`config.mk`:
```
export PLATFORM = sky130hd
export DESIGN_NAME = accel_sched_top
export DESIGN_NICKNAME = d
export VERILOG_FILES = /design/src/hw/sched_pkg.sv /design/src/hw/accel_sched_top.sv /design/src/hw/batch_scheduler.sv /design/src/hw/buffer_loader.sv /design/src/hw/dot_engine.sv
export VERILOG_INCLUDE_DIRS = /design/src /design/src/include
export SDC_FILE = /design/constraint.sdc
export NUM_CORES = 1
export LEC_CHECK = 0
export BUFFER_PORTS_ARGS = -buffer_cell sky130_fd_sc_hd__buf_4
export CAP_MARGIN = 30
export CORE_MARGIN = 2
export CORE_UTILIZATION = 55
export CTS_BUF_LIST = sky130_fd_sc_hd__clkbuf_8
export DETAILED_ROUTE_END_ITERATION = 10
export PLACE_DENSITY = 0.72
export SYNTH_ARGS = -nofsm -noshare
export SYNTH_HDL_FRONTEND = slang
export SYNTH_SLANG_ARGS = --single-unit
export TNS_END_PERCENT = 10
```
`constraint.sdc`:
```
create_clock -name clk -period 21.1 [get_ports clk]
set_clock_uncertainty 0.05 [all_clocks]
set_input_delay 3.165 -clock clk [delete_from_list [all_inputs] [get_ports clk]]
set_output_delay 3.165 -clock clk [all_outputs]
set_load 0.02 [all_outputs]
```
`src/include/sched_cfg.svh`:
```
`ifndef SCHED_CFG_SVH
`define SCHED_CFG_SVH

// ****************************************
// vector and flow control
// ****************************************
`define SCHED_VEC_LEN 8             // ifmap and weight words per batch
`define SCHED_ADDR_W 3              // vector index width
`define SCHED_CREDITS 4             // credits granted per loader after reset

// ****************************************
// layer sequencing
// ****************************************
`define SCHED_NUM_LAYERS 4
`define SCHED_LAYER0_BATCHES 8
`define SCHED_LAYER1_BATCHES 4
`define SCHED_LAYER2_BATCHES 1
`define SCHED_LAYER3_BATCHES 1

`endif

```
`src/hw/sched_pkg.sv`:
```
`default_nettype none

package sched_pkg;

    // ****************************************
    // payload types
    // ****************************************
    typedef logic signed [7:0]  weight_t;   // signed weight
    typedef logic [7:0]         ifmap_t;    // unsigned activation
    typedef logic signed [19:0] bias_t;
    typedef logic signed [19:0] acc_t;      // 8 products + bias fit

    typedef logic [1:0] layer_id_t;
    typedef logic [2:0] batch_id_t;

    // ****************************************
    // scheduler phases
    // ****************************************
    typedef enum logic [2:0] {
        st_idle     = 3'd0,
        st_arm      = 3'd1,                 // one cycle before start
        st_running  = 3'd2,
        st_next     = 3'd3,                 // waiting on weights only
        st_all_done = 3'd4                  // waiting on a full reload
    } batch_state_t;

endpackage

`default_nettype wire

```
`src/hw/accel_sched_top.sv`:
```
`default_nettype none
`include "sched_cfg.svh"

module accel_sched_top (
    input  wire                       clk,
    input  wire                       rst_n,
    input  wire                       weight_valid,
    input  wire sched_pkg::weight_t   weight_data,
    output logic                      weight_credit,
    input  wire                       ifmap_valid,
    input  wire sched_pkg::ifmap_t    ifmap_data,
    output logic                      ifmap_credit,
    input  wire                       bias_valid,
    input  wire sched_pkg::bias_t     bias_data,
    output logic                      bias_credit,
    input  wire                       ext_start,
    output sched_pkg::acc_t           result,
    output logic                      result_valid,
    output sched_pkg::batch_id_t      batch_id,
    output sched_pkg::layer_id_t      layer_id,
    output logic                      layer_transition,
    output logic                      clear_output,
    output logic                      all_batches_complete,
    output logic                      data_load_ready,
    output logic                      start
);

    logic                      weight_done;
    logic                      ifmap_done;
    logic                      bias_done;
    logic [`SCHED_ADDR_W-1:0]  weight_addr;
    logic [`SCHED_ADDR_W-1:0]  ifmap_addr;
    sched_pkg::weight_t        weight_rd_data;
    sched_pkg::ifmap_t         ifmap_rd_data;
    sched_pkg::bias_t          bias_rd_data;

    // ****************************************
    // load buffers
    // ****************************************
    buffer_loader #(.payload_t(sched_pkg::weight_t), .DEPTH(`SCHED_VEC_LEN)) i_weight_loader (
        .clk(clk), .rst_n(rst_n),
        .wr_valid(weight_valid), .wr_data(weight_data), .credit(weight_credit),
        .done(weight_done), .rd_addr(weight_addr), .rd_data(weight_rd_data)
    );

    buffer_loader #(.payload_t(sched_pkg::ifmap_t), .DEPTH(`SCHED_VEC_LEN)) i_ifmap_loader (
        .clk(clk), .rst_n(rst_n),
        .wr_valid(ifmap_valid), .wr_data(ifmap_data), .credit(ifmap_credit),
        .done(ifmap_done), .rd_addr(ifmap_addr), .rd_data(ifmap_rd_data)
    );

    buffer_loader #(.payload_t(sched_pkg::bias_t), .DEPTH(1)) i_bias_loader (
        .clk(clk), .rst_n(rst_n),
        .wr_valid(bias_valid), .wr_data(bias_data), .credit(bias_credit),
        .done(bias_done), .rd_addr('0), .rd_data(bias_rd_data)     // single word
    );

    // ****************************************
    // sequencing and compute
    // ****************************************
    batch_scheduler i_scheduler (
        .clk(clk), .rst_n(rst_n),
        .weight_done(weight_done), .ifmap_done(ifmap_done), .bias_done(bias_done),
        .ext_start(ext_start), .batch_complete(result_valid),
        .start(start), .batch_id(batch_id), .layer_id(layer_id),
        .all_batches_complete(all_batches_complete), .layer_transition(layer_transition),
        .clear_output(clear_output), .auto_start_active(),
        .data_load_ready(data_load_ready)
    );

    dot_engine i_engine (
        .clk(clk), .rst_n(rst_n), .start(start),
        .ifmap_addr(ifmap_addr), .weight_addr(weight_addr),
        .ifmap_data(ifmap_rd_data), .weight_data(weight_rd_data), .bias_data(bias_rd_data),
        .result(result), .result_valid(result_valid)
    );

endmodule

`default_nettype wire

```
`src/hw/batch_scheduler.sv`:
```
`default_nettype none
`include "sched_cfg.svh"

module batch_scheduler (
    input  wire                      clk,
    input  wire                      rst_n,
    input  wire                      weight_done,
    input  wire                      ifmap_done,
    input  wire                      bias_done,
    input  wire                      ext_start,
    input  wire                      batch_complete,
    output logic                     start,
    output sched_pkg::batch_id_t     batch_id,
    output sched_pkg::layer_id_t     layer_id,
    output logic                     all_batches_complete,
    output logic                     layer_transition,
    output logic                     clear_output,
    output logic                     auto_start_active,
    output logic                     data_load_ready
);

    localparam sched_pkg::layer_id_t LAST_LAYER =
        sched_pkg::layer_id_t'(`SCHED_NUM_LAYERS - 1);

    sched_pkg::batch_state_t state;
    sched_pkg::batch_state_t state_next;
    sched_pkg::batch_id_t    last_batch;

    logic weight_done_q;
    logic ifmap_done_q;
    logic bias_done_q;
    logic weight_loaded;
    logic ifmap_loaded;
    logic bias_loaded;
    logic all_loaded;
    logic layer_changed;
    logic auto_start;
    logic [1:0] clear_cnt;

    assign all_loaded = weight_loaded & ifmap_loaded & bias_loaded;

    always_comb begin
        case (layer_id)
            2'd0: last_batch = sched_pkg::batch_id_t'(`SCHED_LAYER0_BATCHES - 1);
            2'd1: last_batch = sched_pkg::batch_id_t'(`SCHED_LAYER1_BATCHES - 1);
            2'd2: last_batch = sched_pkg::batch_id_t'(`SCHED_LAYER2_BATCHES - 1);
            2'd3: last_batch = sched_pkg::batch_id_t'(`SCHED_LAYER3_BATCHES - 1);
        endcase
    end

    // ****************************************
    // load tracking
    // ****************************************
    always_ff @(posedge clk or negedge rst_n) begin
        if (!rst_n) begin
            weight_done_q <= 1'b0;
            ifmap_done_q  <= 1'b0;
            bias_done_q   <= 1'b0;
            weight_loaded <= 1'b0;
            ifmap_loaded  <= 1'b0;
            bias_loaded   <= 1'b0;
        end else begin
            weight_done_q <= weight_done;
            ifmap_done_q  <= ifmap_done;
            bias_done_q   <= bias_done;
            if (state == sched_pkg::st_arm) begin
                weight_loaded <= 1'b0;      // consumed by this batch
                if (batch_id == '0) begin
                    ifmap_loaded <= 1'b0;   // layer taken, reload for next
                    bias_loaded  <= 1'b0;
                end
            end
            if (weight_done && !weight_done_q) begin
                weight_loaded <= 1'b1;
            end
            if (ifmap_done && !ifmap_done_q) begin
                ifmap_loaded <= 1'b1;
            end
            if (bias_done && !bias_done_q) begin
                bias_loaded <= 1'b1;
            end
        end
    end

    // ****************************************
    // batch FSM
    // ****************************************
    always_comb begin
        state_next = state;
        case (state)
            sched_pkg::st_idle: begin
                if (all_loaded) state_next = sched_pkg::st_arm;
            end
            sched_pkg::st_arm: begin
                state_next = sched_pkg::st_running;
            end
            sched_pkg::st_running: begin
                if (batch_complete) begin
                    if (batch_id < last_batch) state_next = sched_pkg::st_next;
                    else state_next = sched_pkg::st_all_done;
                end
            end
            sched_pkg::st_next: begin
                if (weight_loaded) state_next = sched_pkg::st_arm;
            end
            sched_pkg::st_all_done: begin
                if (all_loaded) state_next = sched_pkg::st_arm;
            end
            default: state_next = sched_pkg::st_idle;
        endcase
    end

    always_ff @(posedge clk or negedge rst_n) begin
        if (!rst_n) begin
            state      <= sched_pkg::st_idle;
            batch_id   <= '0;
            auto_start <= 1'b0;
        end else begin
            state      <= state_next;
            auto_start <= (state == sched_pkg::st_arm);
            if (state == sched_pkg::st_next && weight_loaded) begin
                batch_id <= batch_id + 1'b1;
            end else if ((state == sched_pkg::st_idle || state == sched_pkg::st_all_done)
                         && all_loaded) begin
                batch_id <= '0;
            end
        end
    end

    // ****************************************
    // layer stepping and output clear
    // ****************************************
    always_ff @(posedge clk or negedge rst_n) begin
        if (!rst_n) begin
            layer_id      <= '0;
            layer_changed <= 1'b0;
            clear_cnt     <= 2'd0;
        end else begin
            layer_changed <= 1'b0;
            if (state == sched_pkg::st_all_done && all_loaded) begin
                layer_id      <= (layer_id == LAST_LAYER) ? '0 : layer_id + 1'b1;
                layer_changed <= 1'b1;
            end
            if (layer_changed) begin
                clear_cnt <= 2'd2;
            end else if (clear_cnt != 2'd0) begin
                clear_cnt <= clear_cnt - 2'd1;
            end
        end
    end

    assign layer_transition     = layer_changed;
    assign clear_output         = (clear_cnt != 2'd0);
    assign start                = auto_start | ext_start;
    assign auto_start_active    = auto_start;
    assign all_batches_complete = (state == sched_pkg::st_all_done);
    assign data_load_ready      = weight_loaded;

    a_state_legal : assert property (
        @(posedge clk) disable iff (!rst_n)
        state inside {sched_pkg::st_idle, sched_pkg::st_arm, sched_pkg::st_running,
                      sched_pkg::st_next, sched_pkg::st_all_done}
    );

    a_start_single : assert property (
        @(posedge clk) disable iff (!rst_n)
        (start && !ext_start) |=> (!start || ext_start)
    );

    a_clear_two_cycles : assert property (
        @(posedge clk) disable iff (!rst_n)
        (clear_output && $past(clear_output)) |=> !clear_output
    );

endmodule

`default_nettype wire

```
`src/hw/buffer_loader.sv`:
```
`default_nettype none
`include "sched_cfg.svh"

module buffer_loader #(
    parameter type payload_t = logic [7:0],
    parameter int  DEPTH     = 8
) (
    input  wire                            clk,
    input  wire                            rst_n,
    input  wire                            wr_valid,
    input  wire payload_t                  wr_data,
    output logic                           credit,
    output logic                           done,
    input  wire logic [`SCHED_ADDR_W-1:0]  rd_addr,
    output payload_t                       rd_data
);

    localparam int CNT_W   = $clog2(DEPTH + 1);
    localparam int IDX_W   = (DEPTH > 1) ? $clog2(DEPTH) : 1;
    localparam int SPENT_W = $clog2(`SCHED_CREDITS + 2);

    payload_t mem [0:DEPTH-1];

    logic [CNT_W-1:0]   wr_cnt;
    logic [CNT_W-1:0]   wr_idx;
    logic               last_q;             // last word of a load stored
    logic [SPENT_W-1:0] spent;              // sender view of used credits

    // a full buffer restarts at word 0
    assign wr_idx = (wr_cnt == CNT_W'(DEPTH)) ? '0 : wr_cnt;

    // ****************************************
    // word storage
    // ****************************************
    always_ff @(posedge clk) begin
        if (wr_valid) begin
            mem[wr_idx[IDX_W-1:0]] <= wr_data;
        end
    end

    assign rd_data = mem[rd_addr[IDX_W-1:0]];

    // ****************************************
    // count, credit return and done
    // ****************************************
    always_ff @(posedge clk or negedge rst_n) begin
        if (!rst_n) begin
            wr_cnt <= '0;
            credit <= 1'b0;
            last_q <= 1'b0;
            done   <= 1'b0;
        end else begin
            credit <= wr_valid;             // one credit per stored word
            last_q <= wr_valid && (wr_idx == CNT_W'(DEPTH - 1));
            if (wr_valid) begin
                wr_cnt <= wr_idx + 1'b1;
            end
            if (last_q) begin
                done <= 1'b1;
            end else if (wr_valid) begin
                done <= 1'b0;               // next load has begun
            end
        end
    end

    always_ff @(posedge clk or negedge rst_n) begin
        if (!rst_n) begin
            spent <= '0;
        end else begin
            spent <= spent + SPENT_W'(wr_valid) - SPENT_W'(credit);
        end
    end

    // sender must hold a credit for every word it drives
    a_credit_respected : assert property (
        @(posedge clk) disable iff (!rst_n)
        wr_valid |-> (spent < SPENT_W'(`SCHED_CREDITS))
    );

endmodule

`default_nettype wire

```
`src/hw/dot_engine.sv`:
```
`default_nettype none
`include "sched_cfg.svh"

module dot_engine (
    input  wire                            clk,
    input  wire                            rst_n,
    input  wire                            start,
    output logic [`SCHED_ADDR_W-1:0]       ifmap_addr,
    output logic [`SCHED_ADDR_W-1:0]       weight_addr,
    input  wire sched_pkg::ifmap_t         ifmap_data,
    input  wire sched_pkg::weight_t        weight_data,
    input  wire sched_pkg::bias_t          bias_data,
    output sched_pkg::acc_t                result,
    output logic                           result_valid
);

    localparam logic [`SCHED_ADDR_W-1:0] LAST_IDX = `SCHED_ADDR_W'(`SCHED_VEC_LEN - 1);

    logic [`SCHED_ADDR_W-1:0] idx;
    logic                     run;          // accumulating
    logic                     fin;          // sum complete, publish next
    sched_pkg::acc_t          acc;
    sched_pkg::acc_t          prod;

    // unsigned activation times signed weight
    assign prod = sched_pkg::acc_t'({1'b0, ifmap_data}) * sched_pkg::acc_t'(weight_data);

    assign ifmap_addr  = idx;
    assign weight_addr = idx;

    // ****************************************
    // control
    // ****************************************
    always_ff @(posedge clk or negedge rst_n) begin
        if (!rst_n) begin
            idx          <= '0;
            run          <= 1'b0;
            fin          <= 1'b0;
            result_valid <= 1'b0;
        end else begin
            fin          <= run && (idx == LAST_IDX);
            result_valid <= fin;
            if (start) begin
                idx <= '0;
                run <= 1'b1;
            end else if (run) begin
                idx <= idx + 1'b1;
                if (idx == LAST_IDX) run <= 1'b0;
            end
        end
    end

    // ****************************************
    // datapath
    // ****************************************
    always_ff @(posedge clk) begin
        if (start) begin
            acc <= bias_data;               // bias read at address 0
        end else if (run) begin
            acc <= acc + prod;
        end
        if (fin) begin
            result <= acc;
        end
    end

    a_no_start_busy : assert property (
        @(posedge clk) disable iff (!rst_n)
        start |-> !(run || fin)
    );

endmodule

`default_nettype wire

```
==> results.yml, run 1 <==
timing:
  finalHoldViolations: 0
  fmax_ghz: 0.125
  min_period_over_period_pct: 38.0
  slew_viol_final: 0
  fin_tns_setup_ns: 0
  setup_viol: 0
  worst_slack_ns: 13.08
  grt_setup_unrepaired: "false"
  worst_pin_slew_ns: 0.926
  slew_headroom_pct: 36.5
  period_minus_slack_ns: 8.02
clock_tree:
  cts_setup_buffers: 0
  cts_buffer_depth: 3
  clock_sinks: 228
  cts_tree: "built"
  cts_max_level: 2
  postCtsResizedCells: 0
  root_buffer: "clkbuf_8"
  clk_pin_slew_ns: 0.06
  clock_latency_ns: 0.54
  numCtsBuffers: 38
  holdBufCountCts: 0
drt:
  finalWirelength_mm: 22.5
  drt_first_pass_iters: 5
  drc: 0
  viasPerCell: 5.48
  first_iter_violations: 541
  via_count: 6994
  wl_per_cell_um: 17.7
  detail-route-antenna-nets: 0
critical_path:
  cp-end-kind: "register"
  cp-start-kind: "register"
  critical_path.max_fanout: 34
  path_class: "register to register"
  worstPathArrival_ns: 8.38
  cp.required_ns: 21.46
finish:
  diodes: 0
  final_layout_size_suffix_gt1_share_pct: 18.5
  area_growth_syn_to_layout_pct: 14.1
  final_nets: 1131
logic_synthesis:
  yosysWarnings: 0
  synth_seq_cells: 228
  synth_fp_nets: 1028
  netlist_area_um2: 11700
  avgSynthCellArea_um2: 13.5
  yosysSeqAreaShare_pct: 56.7
  synth_enable_flop_cells: 188
  syn_inst: 869
  ys_async_sr_fraction_pct: 17.5
  ys.flop_type: "edfxtp_1"
  yosysUniqueCellTypes: 54
die:
  pin_count: 76
  core_region_area_um2: 21000
  dieWidth_um: 150
  rows: 53
  start_util_pct: 55.9
  die_area_um2: 22500
  die_h_um: 150
global_route:
  overflow: 0
  grt_antenna_before_repair: 0
  grt_usage_pct: 20.6
  grt_pass1_vias: 7073
  grt_pass1_wl_mm: 35.8
  grt_max_degree: 44
place:
  port_buffers: 75
  gp_congestion: 0.895
  post-dp-hpwl_mm: 15.9
  dp_slack_ns: 13.11
hold_path:
  hp-class: "register to register"
run:
  cap_violations: 0
status:
  status: "complete, no violations"
[metal layers]
layer  vias to the layer above  part of all wire [%]  global-route usage (%)
met5                         -                     0                       0
met4                         0                   2.3                    6.56
met1                      3413                    44                    27.8
met2                       202                    49                    34.0
met3                        45                   5.1                    4.21
li1                       3334                     -                       -
[cells in the final DEF, fill, tap and decap left out, types with 5 or more instances in the layout]
cell / Yosys / layout
a21oi_1: 39 / 39
clkbuf_8: 0 / 42
xnor2_1: 21 / 21
edfxtp_1: 188 / 188
nand2_1: 69 / 69
o21ai_0: 40 / 40
nor2b_1: 7 / 7
nand4_1: 5 / 5
or2_2: 15 / 15
o21bai_1: 6 / 6
o211ai_1: 8 / 8
buf_4: 1 / 79
mux4_2: 32 / 32
inv_1: 83 / 104
fa_1: 38 / 38
xor2_1: 10 / 10
nor3_1: 6 / 6
a21o_1: 8 / 8
nor2_1: 82 / 82
o21a_1: 5 / 5
mux2i_1: 17 / 17
nand3_1: 5 / 5
ha_1: 79 / 79
dfrtp_1: 40 / 39
or3_1: 5 / 5
[metrics by stage]
step	area (um2)	utilization [%]	hold slack, ns	cells
2_1_floorplan	11700	-	0.304	869
3_3_place_gp	12600	60.1	0.305	1205
3_5_place_dp	12600	60.1	0.324	1206
4_1_cts	13300	63.7	0.325	1275
5_1_grt	13400	63.8	0.339	1276
6_report	13400	63.8	0.320	1276
[path summary, 6_finish.rpt]
| kind | start | end | slack, ns | cells past startpoint |
|---|---|---|---|---|
| max | i_engine.ifmap_addr[0] | i_engine.acc[19] | 13.08 | 25 |
| min | i_bias_loader.done | i_scheduler.bias_done_q | 0.32 | 0 |
| max reg2reg | i_engine.ifmap_addr[0] | i_engine.acc[19] | 13.08 | 25 |
| min reg2reg | i_bias_loader.done | i_scheduler.bias_done_q | 0.32 | 0 |
| max in group asynchronous | rst_n | i_engine.ifmap_addr[0] | 18.06 | 1 |
| min in group asynchronous | rst_n | i_weight_loader.wr_cnt[3] | 2.54 | 1 |
[Yosys cell counts, types with 17 or more instances]
cell	n	share of area [%]
xnor2_1	21	1.6
edfxtp_1	188	48
fa_1	38	6.5
ha_1	79	8.4
o21ai_0	40	1.7
nand2_1	69	2.2
mux4_2	32	6.2
inv_1	83	2.7
mux2i_1	17	1.5
a21oi_1	39	1.7
dfrtp_1	40	8.5
nor2_1	82	2.6
[state kept, by name (all words and copies together), names as in the netlist, 2 cells and up]
signal                  flops
i_weight_loader.mem        64
i_scheduler.clear_cnt       2
i_weight_loader.wr_cnt      4
i_scheduler.batch_id        3
i_engine.result            20
i_scheduler.layer_id        2
i_bias_loader.mem          20
i_ifmap_loader.mem         64
i_engine.acc               20
i_engine.ifmap_addr         3
i_scheduler.state           3
i_ifmap_loader.wr_cnt       4
[logic make-up after synthesis]
| family | after synthesis | synth area share, % |
|---|---|---|
| DFF | 228 | 56.7 |
| and+or+nand+nor | 218 | 8.49 |
| AOI/OAI and AO/OA | 122 | 6.36 |
| adders and majority gates | 117 | 14.9 |
| buffers and inverters | 102 | 3.34 |
| muxes | 51 | 7.84 |
| xor gates and xnor gates | 31 | 2.32 |
[final cells by class]
cell class	instances	area, um2
clock inverter	27	171
sequential	228	6650
timing repair buffer	81	623
fill	1592	7590
multi-input combinational	539	4680
clock buffer	42	578
tap	275	344
inverter	84	315
[critical path: stages, from the launching register on]
cell and delay (ns):
dfrtp_2 0.34, buf_4 0.52, mux4_2 0.58, mux2i_1 0.61, nand2_1 0.17, fa_1 0.55
fa_1 0.55, inv_1 0.06, fa_1 0.52, inv_1 0.05, fa_1 0.53, inv_1 0.04
ha_1 0.34, o211ai_1 0.20, o21a_1 0.19, nand2_1 0.09, a221o_1 0.32, xnor2_1 0.44
ha_1 0.39, a21oi_1 0.21, o21ai_0 0.17, a21oi_1 0.14, o21ai_0 0.09, a41o_2 0.24
or4_1 0.40, nand3_1 0.09
Power of run 1 is not shown: default switching activity piles up to over one toggle a cycle in this logic, so the estimate is an artifact.
==> inputs of run 2 (changes only) <==
==> constraint.sdc (replaced) <==
create_clock -name clk -period 8.07 [get_ports clk]
set_clock_uncertainty 0.05 [all_clocks]
set_input_delay 1.2105 -clock clk [delete_from_list [all_inputs] [get_ports clk]]
set_output_delay 1.2105 -clock clk [all_outputs]
set_load 0.02 [all_outputs]
==> run 2 against run 1 <==
  * Cell count grew 1.1%
  * First-iteration DRC count shrank 24%
  * Via count shrank 0.14%
  * Sequential share of layout area shrank 0.21 points
  * Non-clock buffer count grew 17
  * Cell area grew 0.43%
  * Setup slack lost 13 ns
  * Utilization grew 0.27 points
  * Fmax grew 6.6%
  * Global-route usage grew 0.11 points
  * Hold slack lost 0.015 ns
  * Die area is the same
==> results.yml, run 2 (synthesis results as in run 1) <==
status:
  status: "complete, no violations"
clock_tree:
  cts_max_level: 2
  clock_latency_ns: 0.55
  clk_pin_slew_ns: 0.07
  cts_setup_buffers: 0
  numCtsBuffers: 37
  root_buffer: "clkbuf_8"
  cts_buffer_depth: 3
  clock_sinks: 228
  holdBufCountCts: 0
  postCtsResizedCells: 0
  cts_tree: "built"
timing:
  period_minus_slack_ns: 7.52
  slew_headroom_pct: 31.5
  fin_tns_setup_ns: 0
  setup_viol: 0
  finalHoldViolations: 0
  worst_pin_slew_ns: 1.02
  min_period_over_period_pct: 93.2
  slew_viol_final: 0
  fmax_ghz: 0.133
  grt_setup_unrepaired: "false"
place:
  gp_congestion: 0.910
  port_buffers: 75
  post-dp-hpwl_mm: 16.0
finish:
  final_nets: 1147
  diodes: 0
  final_layout_size_suffix_gt1_share_pct: 19.9
  area_growth_syn_to_layout_pct: 14.5
  final_cell_mix: "edfxtp_1, buf_4, inv_1, nor2_1, ha_1"
  layout_commonest_cell: "edfxtp_1"
critical_path:
  cp.required_ns: 8.44
  cp-end-kind: "register"
  worstPathArrival_ns: 7.89
  path_class: "register to register"
  cp-start-kind: "register"
  critical_path.max_fanout: 13
drt:
  detail-route-antenna-nets: 0
  drc: 0
  wl_per_cell_um: 17.4
  wl_met2_mm: 11.3
  route.top_layer_used: "met4"
  dr_wl_met3_mm: 1.03
  finalWirelength_mm: 22.4
  first_iter_violations: 409
  viasPerCell: 5.41
  via_count: 6984
  m1WireLength_mm: 9.61
  drt_first_pass_iters: 5
hold_path:
  hp-class: "register to register"
die:
  dieWidth_um: 150
  die_area_um2: 22500
  pin_count: 76
  die_h_um: 150
  core_region_area_um2: 21000
  rows: 53
  start_util_pct: 55.9
global_route:
  grt_pass1_wl_mm: 36.1
  overflow: 0
  grt_usage_pct: 20.7
  grt_max_degree: 44
  grt_pass1_vias: 7151
  grt_antenna_before_repair: 0
run:
  cap_violations: 0
## run 2: changes by cell type in the layout (fill, tap and decap cells not counted), moves of 4 or more
| cell | before | now |
|---|---|---|
| mux2i_2 | 2 | 6 |
| clkbuf_8 | 42 | 37 |
| buf_4 | 79 | 96 |
| clkinv_1 | 2 | 13 |
| inv_1 | 104 | 95 |
| mux2i_1 | 17 | 13 |
## run 2: stage by stage
step / hold slack (ns) / util, % / cell area [um2] / cells / setup WS, ns
final: 0.305 / 64.0 / 13400 / 1290 / 0.548
after global routing: 0.335 / 64.0 / 13400 / 1290 / 0.00609
after CTS: 0.312 / 63.8 / 13400 / 1289 / 0.274
after detailed placement: 0.314 / 60.8 / 12700 / 1223 / 0.310
after global placement: 0.305 / 60.8 / 12700 / 1223 / 0.435
after floorplan: 0.304 / - / 11700 / 869 / 0.926
## run 2: metal layers
layer	vias to the layer above	GRT usage (%)
li1	3355	-
met1	3440	27.4
met2	151	35.0
met3	38	4.15
met4	0	6.13
met5	-	0
## run 2: final timing paths
check                                       endpoint  cells past startpoint  slack [ns]                    from
max                                 i_engine.acc[19]                     27        0.55  i_engine.ifmap_addr[0]
min                          i_scheduler.bias_done_q                      0        0.31      i_bias_loader.done
max reg2reg                         i_engine.acc[19]                     27        0.55  i_engine.ifmap_addr[0]
min reg2reg                  i_scheduler.bias_done_q                      0        0.31      i_bias_loader.done
max in group asynchronous     i_engine.ifmap_addr[0]                      1        6.97                   rst_n
min in group asynchronous  i_weight_loader.wr_cnt[2]                      1        0.59                   rst_n
## run 2: worst max-delay path, cell delays in order (launching register included)
cell and delay [ns]:
dfrtp_2 0.64, buf_4 0.25, buf_4 0.16, mux4_2 0.50, mux2i_1 0.15, buf_4 0.18, or2_2 0.13, fa_1 0.45
fa_1 0.54, inv_1 0.05, fa_1 0.53, inv_1 0.05, fa_1 0.52, inv_1 0.04, ha_1 0.34, o211ai_1 0.19
o21a_1 0.18, nand2_1 0.09, a221o_1 0.33, xnor2_2 0.30, ha_1 0.36, a21oi_1 0.21, o21ai_0 0.16, a21oi_1 0.14
o21ai_0 0.08, a41o_2 0.24, or4_1 0.41, nand3_1 0.10
## run 2: final cells by class
cell class | instances | area (um2)
flip-flops and latches | 228 | 6650
inverters | 84 | 315
repair buffers | 98 | 768
clock buffers | 37 | 509
multi-input cells | 539 | 4710
clock inverters | 29 | 130
fillers | 1624 | 7530
well taps | 275 | 344
Power of run 2 is left out for the same reason.
